### config.mk
export PLATFORM = sky130hd
export DESIGN_NAME = gemm_accel_top
export DESIGN_NICKNAME = d
export VERILOG_FILES = /design/src/common/gemm_pkg.sv /design/src/hw/dma/dma_engine.sv /design/src/hw/gemm_accel_top.sv /design/src/hw/mm/mm_engine.sv /design/src/hw/operand_buffer.sv
export SDC_FILE = /design/constraint.sdc
export NUM_CORES = 2
export LEC_CHECK = 0
export BUFFER_PORTS_ARGS = -buffer_cell sky130_fd_sc_hd__buf_2
export CORE_MARGIN = 10
export CORE_UTILIZATION = 55
export DETAILED_ROUTE_END_ITERATION = 10
export PLACE_DENSITY = 0.84
export SETUP_SLACK_MARGIN = 0.4
export SLEW_MARGIN = 20
export SYNTH_ARGS = -nofsm -noshare
export SYNTH_HDL_FRONTEND = slang
export SYNTH_HIERARCHICAL = 1
export SYNTH_SLANG_ARGS = --single-unit
export TNS_END_PERCENT = 30
### constraint.sdc
create_clock -name clk -period 9.5 [get_ports clk]
set_clock_uncertainty 0.05 [all_clocks]
set_input_delay 0.95 -clock clk [delete_from_list [all_inputs] [get_ports clk]]
set_output_delay 0.95 -clock clk [all_outputs]
set_load 0.05 [all_outputs]
### src/common/gemm_pkg.sv
// tile sizes, element/row/accumulator types
// memory bus and buffer write structs
// DMA and multiply engine state encodings
package gemm_pkg;

    // tile geometry
    localparam int TILE_N     = 4;
    localparam int ELEM_W     = 8;
    localparam int ACC_W      = 32;
    // row index into an operand buffer
    localparam int BUF_AW     = 2;
    // byte step between consecutive 32-bit words
    localparam int WORD_BYTES = 4;

    // signed operand element
    typedef logic signed [ELEM_W-1:0] elem_t;

    // one matrix row, element 0 in bits [7:0]
    typedef elem_t [TILE_N-1:0] row_t;

    // signed product accumulator
    typedef logic signed [ACC_W-1:0] acc_t;

    // result tile, [row][column]
    typedef acc_t [TILE_N-1:0][TILE_N-1:0] c_tile_t;

    // request, master to slave
    typedef struct packed {
        logic        valid;
        logic        we;
        logic [31:0] addr;
        logic [31:0] wdata;
    } mem_req_t;

    // response, slave to master
    typedef struct packed {
        logic        ready;
        // read data, one cycle
        logic        rvalid;
        logic [31:0] rdata;
    } mem_rsp_t;

    // row write into an operand buffer
    typedef struct packed {
        logic              en;
        logic [BUF_AW-1:0] addr;
        row_t              data;
    } buf_wr_t;

    typedef enum logic [2:0] {
        DMA_IDLE,
        DMA_READ_A,
        DMA_READ_B,
        DMA_WAIT_MM,
        DMA_WRITE_C,
        DMA_DONE
    } dma_state_t;

    typedef enum logic [2:0] {
        MM_IDLE,
        MM_FETCH_A,
        MM_FETCH_B,
        MM_ACCUM,
        MM_DONE
    } mm_state_t;

endpackage

### src/hw/dma/dma_engine.sv
// DMA controller, load A and B rows, kick the multiply engine
// then store the C tile word by word
// single outstanding request on the memory bus
module dma_engine (
    input  logic                clk,
    input  logic                rst_n,
    input  logic [31:0]         mat_a_addr_i,
    input  logic [31:0]         mat_b_addr_i,
    input  logic [31:0]         mat_c_addr_i,
    input  logic                start_i,
    output logic                done_o,
    output gemm_pkg::mem_req_t  mem_req_o,
    input  gemm_pkg::mem_rsp_t  mem_rsp_i,
    output gemm_pkg::buf_wr_t   buf_a_wr_o,
    output gemm_pkg::buf_wr_t   buf_b_wr_o,
    output logic                mm_start_o,
    input  logic                mm_done_i,
    input  gemm_pkg::c_tile_t   c_tile_i
);
    import gemm_pkg::*;

    dma_state_t state;
    // row index in load phase, element index in store phase
    logic [2*BUF_AW-1:0] cnt;
    logic [31:0]         a_base;
    logic [31:0]         b_base;
    logic [31:0]         c_base;
    mem_req_t            req_q;
    // read accepted, data not back yet
    logic                rd_pend;
    logic                req_acc;
    logic                rd_done;
    logic                last_row;
    logic [31:0]         rd_addr;
    logic [31:0]         wr_addr;
    acc_t                c_elem;

    assign req_acc  = req_q.valid && mem_rsp_i.ready;
    assign rd_done  = rd_pend && mem_rsp_i.rvalid;
    assign last_row = cnt[BUF_AW-1:0] == BUF_AW'(TILE_N - 1);

    // row k at base + 4k
    assign rd_addr = ((state == DMA_READ_A) ? a_base : b_base)
                     + 32'(cnt[BUF_AW-1:0]) * WORD_BYTES;
    // C[i][j] at base + 4(4i + j), cnt is {i, j}
    assign wr_addr = c_base + 32'(cnt) * WORD_BYTES;
    assign c_elem  = c_tile_i[cnt[2*BUF_AW-1:BUF_AW]][cnt[BUF_AW-1:0]];

    // base addresses, sampled on an accepted start
    always_ff @(posedge clk) begin
        if (state == DMA_IDLE && start_i) begin
            a_base <= mat_a_addr_i;
            b_base <= mat_b_addr_i;
            c_base <= mat_c_addr_i;
        end
    end

    always_ff @(posedge clk or negedge rst_n) begin
        if (!rst_n) begin
            state      <= DMA_IDLE;
            cnt        <= '0;
            req_q      <= '0;
            rd_pend    <= 1'b0;
            mm_start_o <= 1'b0;
        end else begin
            mm_start_o <= 1'b0;
            // drop valid on acceptance, reads then wait for rvalid
            if (req_acc) begin
                req_q.valid <= 1'b0;
                rd_pend     <= !req_q.we;
            end
            case (state)
                DMA_IDLE: begin
                    if (start_i) begin
                        cnt   <= '0;
                        state <= DMA_READ_A;
                    end
                end
                DMA_READ_A, DMA_READ_B: begin
                    // next row read once the bus is free
                    if (!req_q.valid && !rd_pend) begin
                        req_q.valid <= 1'b1;
                        req_q.we    <= 1'b0;
                        req_q.addr  <= rd_addr;
                        req_q.wdata <= '0;
                    end
                    if (rd_done) begin
                        rd_pend <= 1'b0;
                        cnt     <= cnt + 1'b1;
                        if (last_row) begin
                            cnt <= '0;
                            if (state == DMA_READ_A) begin
                                state <= DMA_READ_B;
                            end else begin
                                // both buffers full
                                state      <= DMA_WAIT_MM;
                                mm_start_o <= 1'b1;
                            end
                        end
                    end
                end
                DMA_WAIT_MM: begin
                    if (mm_done_i) begin
                        cnt   <= '0;
                        state <= DMA_WRITE_C;
                    end
                end
                DMA_WRITE_C: begin
                    if (!req_q.valid) begin
                        req_q.valid <= 1'b1;
                        req_q.we    <= 1'b1;
                        req_q.addr  <= wr_addr;
                        req_q.wdata <= c_elem;
                    end
                    // write is complete on acceptance
                    if (req_acc) begin
                        cnt <= cnt + 1'b1;
                        if (cnt == '1) begin
                            state <= DMA_DONE;
                        end
                    end
                end
                DMA_DONE: state <= DMA_IDLE;
                default:  state <= DMA_IDLE;
            endcase
        end
    end

    // rdata straight into the buffer of the current phase
    always_comb begin
        buf_a_wr_o.en   = rd_done && (state == DMA_READ_A);
        buf_a_wr_o.addr = cnt[BUF_AW-1:0];
        buf_a_wr_o.data = mem_rsp_i.rdata;
        buf_b_wr_o.en   = rd_done && (state == DMA_READ_B);
        buf_b_wr_o.addr = cnt[BUF_AW-1:0];
        buf_b_wr_o.data = mem_rsp_i.rdata;
    end

    assign mem_req_o = req_q;
    // one cycle in DMA_DONE
    assign done_o    = state == DMA_DONE;

    // stalled request must not move
    a_req_hold: assert property (@(posedge clk) disable iff (!rst_n)
        req_q.valid && !mem_rsp_i.ready |=> $stable(req_q));

endmodule

### src/hw/gemm_accel_top.sv
// accelerator top, DMA engine, A and B operand buffers
// and the multiply engine
module gemm_accel_top (
    input  logic               clk,
    input  logic               rst_n,
    input  logic [31:0]        mat_a_addr_i,
    input  logic [31:0]        mat_b_addr_i,
    input  logic [31:0]        mat_c_addr_i,
    input  logic               start_i,
    output logic               done_o,
    output gemm_pkg::mem_req_t mem_req_o,
    input  gemm_pkg::mem_rsp_t mem_rsp_i
);
    import gemm_pkg::*;

    // DMA to buffers
    buf_wr_t           buf_a_wr;
    buf_wr_t           buf_b_wr;
    // multiply engine to buffers
    logic [BUF_AW-1:0] a_rd_addr;
    logic [BUF_AW-1:0] b_rd_addr;
    row_t              a_rd_data;
    row_t              b_rd_data;
    logic              mm_start;
    logic              mm_done;
    c_tile_t           c_tile;

    dma_engine u_dma (
        .clk          (clk),
        .rst_n        (rst_n),
        .mat_a_addr_i (mat_a_addr_i),
        .mat_b_addr_i (mat_b_addr_i),
        .mat_c_addr_i (mat_c_addr_i),
        .start_i      (start_i),
        .done_o       (done_o),
        .mem_req_o    (mem_req_o),
        .mem_rsp_i    (mem_rsp_i),
        .buf_a_wr_o   (buf_a_wr),
        .buf_b_wr_o   (buf_b_wr),
        .mm_start_o   (mm_start),
        .mm_done_i    (mm_done),
        .c_tile_i     (c_tile)
    );

    operand_buffer u_buf_a (
        .clk       (clk),
        .rst_n     (rst_n),
        .wr_i      (buf_a_wr),
        .rd_addr_i (a_rd_addr),
        .rd_data_o (a_rd_data)
    );

    operand_buffer u_buf_b (
        .clk       (clk),
        .rst_n     (rst_n),
        .wr_i      (buf_b_wr),
        .rd_addr_i (b_rd_addr),
        .rd_data_o (b_rd_data)
    );

    mm_engine u_mm (
        .clk         (clk),
        .rst_n       (rst_n),
        .start_i     (mm_start),
        .a_rd_addr_o (a_rd_addr),
        .b_rd_addr_o (b_rd_addr),
        .a_rd_data_i (a_rd_data),
        .b_rd_data_i (b_rd_data),
        .c_tile_o    (c_tile),
        .done_o      (mm_done)
    );

endmodule

### src/hw/mm/mm_engine.sv
// sequential 4x4 signed multiply-accumulate engine
// reads A and B rows from the operand buffers, holds the C tile
module mm_engine (
    input  logic                        clk,
    input  logic                        rst_n,
    input  logic                        start_i,
    output logic [gemm_pkg::BUF_AW-1:0] a_rd_addr_o,
    output logic [gemm_pkg::BUF_AW-1:0] b_rd_addr_o,
    input  gemm_pkg::row_t              a_rd_data_i,
    input  gemm_pkg::row_t              b_rd_data_i,
    output gemm_pkg::c_tile_t           c_tile_o,
    output logic                        done_o
);
    import gemm_pkg::*;

    mm_state_t         state;
    // output row i
    logic [BUF_AW-1:0] row_q;
    // inner index k, also the B row
    logic [BUF_AW-1:0] k_q;
    logic              start_ok;
    row_t              a_row_q;
    elem_t             a_elem;
    acc_t              prod [TILE_N];
    c_tile_t           c_q;

    assign start_ok = start_i && (state == MM_IDLE || state == MM_DONE);

    always_ff @(posedge clk or negedge rst_n) begin
        if (!rst_n) begin
            state <= MM_IDLE;
            row_q <= '0;
            k_q   <= '0;
        end else begin
            case (state)
                MM_IDLE, MM_DONE: begin
                    state <= MM_IDLE;
                    if (start_ok) begin
                        row_q <= '0;
                        k_q   <= '0;
                        state <= MM_FETCH_A;
                    end
                end
                MM_FETCH_A: state <= MM_FETCH_B;
                MM_FETCH_B: state <= MM_ACCUM;
                MM_ACCUM: begin
                    // k and row wrap to zero on their own
                    k_q <= k_q + 1'b1;
                    if (k_q == BUF_AW'(TILE_N - 1)) begin
                        row_q <= row_q + 1'b1;
                        if (row_q == BUF_AW'(TILE_N - 1)) begin
                            state <= MM_DONE;
                        end else begin
                            state <= MM_FETCH_A;
                        end
                    end else begin
                        state <= MM_FETCH_B;
                    end
                end
                default: state <= MM_IDLE;
            endcase
        end
    end

    // A[i][k] times each element of B row k
    assign a_elem = a_row_q[k_q];
    always_comb begin
        for (int j = 0; j < TILE_N; j++) begin
            // signed 8x8, sign-extended by the 32-bit target
            prod[j] = $signed(a_elem) * $signed(b_rd_data_i[j]);
        end
    end

    always_ff @(posedge clk) begin
        if (start_ok) begin
            c_q <= '0;
        end
        // A row is on the bus in the first B fetch of each row
        if (state == MM_FETCH_B && k_q == '0) begin
            a_row_q <= a_rd_data_i;
        end
        // B row k arrives one cycle after its fetch
        if (state == MM_ACCUM) begin
            for (int j = 0; j < TILE_N; j++) begin
                c_q[row_q][j] <= c_q[row_q][j] + prod[j];
            end
        end
    end

    assign a_rd_addr_o = row_q;
    assign b_rd_addr_o = k_q;
    assign c_tile_o    = c_q;
    assign done_o      = state == MM_DONE;

    // DMA only starts an idle or finished engine
    a_start_idle: assert property (@(posedge clk) disable iff (!rst_n)
        start_i |-> (state == MM_IDLE || state == MM_DONE));

endmodule

### src/hw/operand_buffer.sv
// operand row buffer, four 32-bit rows
// one write port, one registered read port
module operand_buffer (
    input  logic                        clk,
    input  logic                        rst_n,
    input  gemm_pkg::buf_wr_t           wr_i,
    input  logic [gemm_pkg::BUF_AW-1:0] rd_addr_i,
    output gemm_pkg::row_t              rd_data_o
);
    import gemm_pkg::*;

    // row storage
    row_t rows_q [TILE_N];

    always_ff @(posedge clk or negedge rst_n) begin
        if (!rst_n) begin
            for (int i = 0; i < TILE_N; i++) begin
                rows_q[i] <= '0;
            end
        end else if (wr_i.en) begin
            rows_q[wr_i.addr] <= wr_i.data;
        end
    end

    // read data one cycle after the address
    always_ff @(posedge clk or negedge rst_n) begin
        if (!rst_n) begin
            rd_data_o <= '0;
        end else begin
            // same-cycle write is not forwarded
            rd_data_o <= rows_q[rd_addr_i];
        end
    end

endmodule

==> impl_metrics.toml <==
[global_route]
grt_pass1_vias = 48070
grt_antenna_before_repair = 14
grt-ovfl-total = 0
grt_pass1_wl_um = 265500
grt_start_max_net_pins = 228
grt_use_total_pct = 25.08

[clocking]
clock-sinks = 1042
holdBufCountCts = 0
clock_latency_ns = 0.74
htree_levels = 3
root_buffer = "clkbuf_16"
cts_tree = "yes"
clk_pin_slew_ns = 0.06
clockBufferDepth = 3
cts_buffers = 103

[timing]
period_share_pct = 92.38
finalCriticalPeriod_ns = 8.776
worst_slew_pin_slew_ns = 1.194
max_clock_freq_mhz = 113.9
fin_tns_setup_ns = 0
final-hold-violation-count = 0
rsz0062_at_grt = "false"
finalSetupViolCount = 0
slew_violations = 0
slew_headroom_pct = 20.38

[yosys]
ys_seq_area_share_pct = 37.04
synth.area.top_cells = "dfxtp_1, dfrtp_1, mux4_2"
synth_seq_cells = 1042
syn_avg_cell_area_sq_um = 11.07
synth_top_area_cell = "dfxtp_1"
async_reset_ff_share_pct = 38.58
yosysWarnings = 6
ys_types = 94
ys.flop_type = "dfxtp_1"
syn-num-nets = 6675
synth_edf_count = 128
synth_top_area_share_pct = 15.72
syn_area_sq_um = 65210
syn_inst = 5892

[detailed_routing]
drt_iter0_drc = 5420
drt-pass1-iter-count = 6
drt_wl_total_um = 170500
wire_per_inst_um = 22.84
drt.antenna.violating_nets = 0
via_per_inst = 6.317
num_vias = 47160
drcViolationCount = 0

[final_layout]
drive_gt1_share_pct = 18.81
fin_nets = 6627
syn_to_final_growth_pct = 8.058

[hold_path]
holdCritPathClass = "in2async"

[placement]
routabilityCongestion = 0.9117
dp_hpwl_um = 117400
io_buffers = 199

[worst_setup_path]
worst_setup_path_end_kind = "flip-flop"
rr_startpoint = "u_mm/b_rd_addr_o[1]"
critPathRequiredTime_ns = 10.01
cp.arrival_ns = 9.29
crit_fanout = 31
path_class = "reg2reg"
critPathLaunchType = "flip-flop"
cp-startpoint = "u_mm/b_rd_addr_o[1]"

[outcome]
status = "finished clean"

[floorplan]
initial_core_util_pct = 55.30
chipHeight_um = 364.3
fp.dieW_um = 364.3
row_count = 126
core-area_sq_um = 117900
io_pins = 200
design.die.area_sq_um = 132700

[run]
maxCapViolations = 0
critical path, cell delays in order (launching register included):
cell and delay [ns]:
dfrtp_4 0.73, mux4_2 0.34, buf_4 0.32, nand2_1 0.20, fa_1 0.65, fa_1 0.53, inv_1 0.05, fa_1 0.49
inv_1 0.06, fa_1 0.47, inv_1 0.04, ha_1 0.21, nor3_1 0.29, o211ai_1 0.35, a2111oi_4 0.59, o21ai_1 0.18
and2_1 0.33, inv_2 0.34, ha_1 0.30, or2_0 0.17, nor2_1 0.05, a2111oi_1 0.53, a31oi_1 0.24, o31ai_2 0.42
a21oi_1 0.14, o21bai_1 0.18, xnor2_1 0.22, o21ai_1 0.13
registers in the layout, indices dropped and copies added (netlist names), 3 cells and up:
| register | count |
|---|---|
| u_dma/a_base | 32 |
| u_dma/state | 3 |
| u_dma/mem_req_o | 66 |
| u_dma/b_base | 32 |
| u_mm/c_tile_o | 512 |
| u_mm/state | 3 |
| u_buf_b/rd_data_o | 32 |
| u_buf_b/rows_q | 128 |
| u_buf_a/rd_data_o | 32 |
| u_dma/cnt | 4 |
| u_dma/c_base | 32 |
| u_mm/a_row_q | 32 |
| u_buf_a/rows_q | 128 |
area by class of cell:
class                      instances  area [sq um]
multi-input combinational       3835         37070
sequential                      1042         24180
tap                             1536          1922
timing repair buffer             265          1584
clock inverter                    53         550.5
clock buffer                     135          2920
inverter                         597          2241
fill                            8769         47450
antenna                            2         5.005
stage by stage:
step / util, % / std cells / setup slack (ns) / hold WS (ns) / cell area (sq um)
after global placement: 56.71 / 7271 / 0.3094 / 0.3590 / 66870
after floorplan: - / 5892 / 1.599 / 0.3507 / 65210
after CTS: 59.66 / 7459 / 0.4397 / 0.2183 / 70350
after detailed placement: 56.71 / 7271 / 0.03183 / 0.3645 / 66870
final: 59.76 / 7465 / 0.7237 / 0.2208 / 70470
after global routing: 59.76 / 7464 / 0.4020 / 0.2825 / 70470
worst paths after layout:
| check | slack [ns] | cells after the start | endpoint |
|---|---|---|---|
| max | 0.72 | 27 | u_mm/c_tile_o[213] |
| min | 0.22 | 1 | u_buf_a/rows_q[58] |
| max reg2reg | 0.72 | 27 | u_mm/c_tile_o[213] |
| min reg2reg | 0.37 | 0 | u_mm/a_row_q[5] |
| max in group asynchronous | 7.67 | 2 | u_mm/b_rd_addr_o[0] |
| min in group clk | 0.35 | 1 | u_dma/a_base[23] |
synthesized netlist by cell type, types with 26 or more instances:
| cell | instances |
|---|---|
| a21o_1 | 48 |
| a21oi_1 | 141 |
| a22o_1 | 34 |
| and2_1 | 153 |
| buf_1 | 72 |
| buf_2 | 40 |
| buf_4 | 79 |
| clkbuf_1 | 227 |
| dfrtp_1 | 402 |
| dfxtp_1 | 512 |
| edfxtp_1 | 128 |
| fa_1 | 386 |
| ha_1 | 264 |
| inv_1 | 594 |
| mux2_2 | 260 |
| mux2i_1 | 34 |
| mux4_2 | 359 |
| nand2_1 | 311 |
| nand2b_1 | 43 |
| nand3_1 | 501 |
| nor2_1 | 107 |
| nor2b_1 | 27 |
| nor3_1 | 28 |
| o21ai_0 | 575 |
| o21bai_1 | 26 |
| xnor2_1 | 126 |
| xor2_1 | 82 |
logic make-up after synthesis:
family                   synth area share [%]
adder cells (fa/ha/maj)                 16.91
AO/OA/AOI/OAI                           9.248
AND/OR/NAND/NOR                         9.906
flip-flops                              37.04
XOR/XNOR                                2.957
buffers and inverters                   6.425
multiplexers                            17.51
layout by cell type (no fill, tap or decap), types with 105 or more instances in the layout:
cell | netlist | routed
inv_1 | 594 | 594
ha_1 | 264 | 264
edfxtp_1 | 128 | 128
mux4_2 | 359 | 359
nor2_1 | 107 | 106
mux2_2 | 260 | 260
and2_1 | 153 | 153
fa_1 | 386 | 386
buf_2 | 40 | 198
nand2_1 | 311 | 304
nand3_1 | 501 | 499
xnor2_1 | 126 | 126
clkbuf_16 | 0 | 105
a21oi_1 | 141 | 140
dfrtp_1 | 402 | 395
dfxtp_1 | 512 | 512
o21ai_0 | 575 | 575
metal layers:
| layer | routed length, um | up-vias | GRT usage (%) |
|---|---|---|---|
| li1 | - | 20580 | - |
| met4 | 7372 | 20 | 10.94 |
| met5 | 120 | - | 0 |
| met1 | 63650 | 23700 | 31.74 |
| met3 | 16080 | 518 | 5.502 |
| met2 | 83250 | 2349 | 41.41 |
timing repair:
action                     in CTS  in global routing
setup buffers                   0                  1
setup endpoints to repair      28                 42
cloned                          0                  3
resized for setup               2                  4
pin swaps                       0                  0
Power is not shown: default switching activity piles up to over one toggle a cycle in this logic, so the estimate is an artifact.
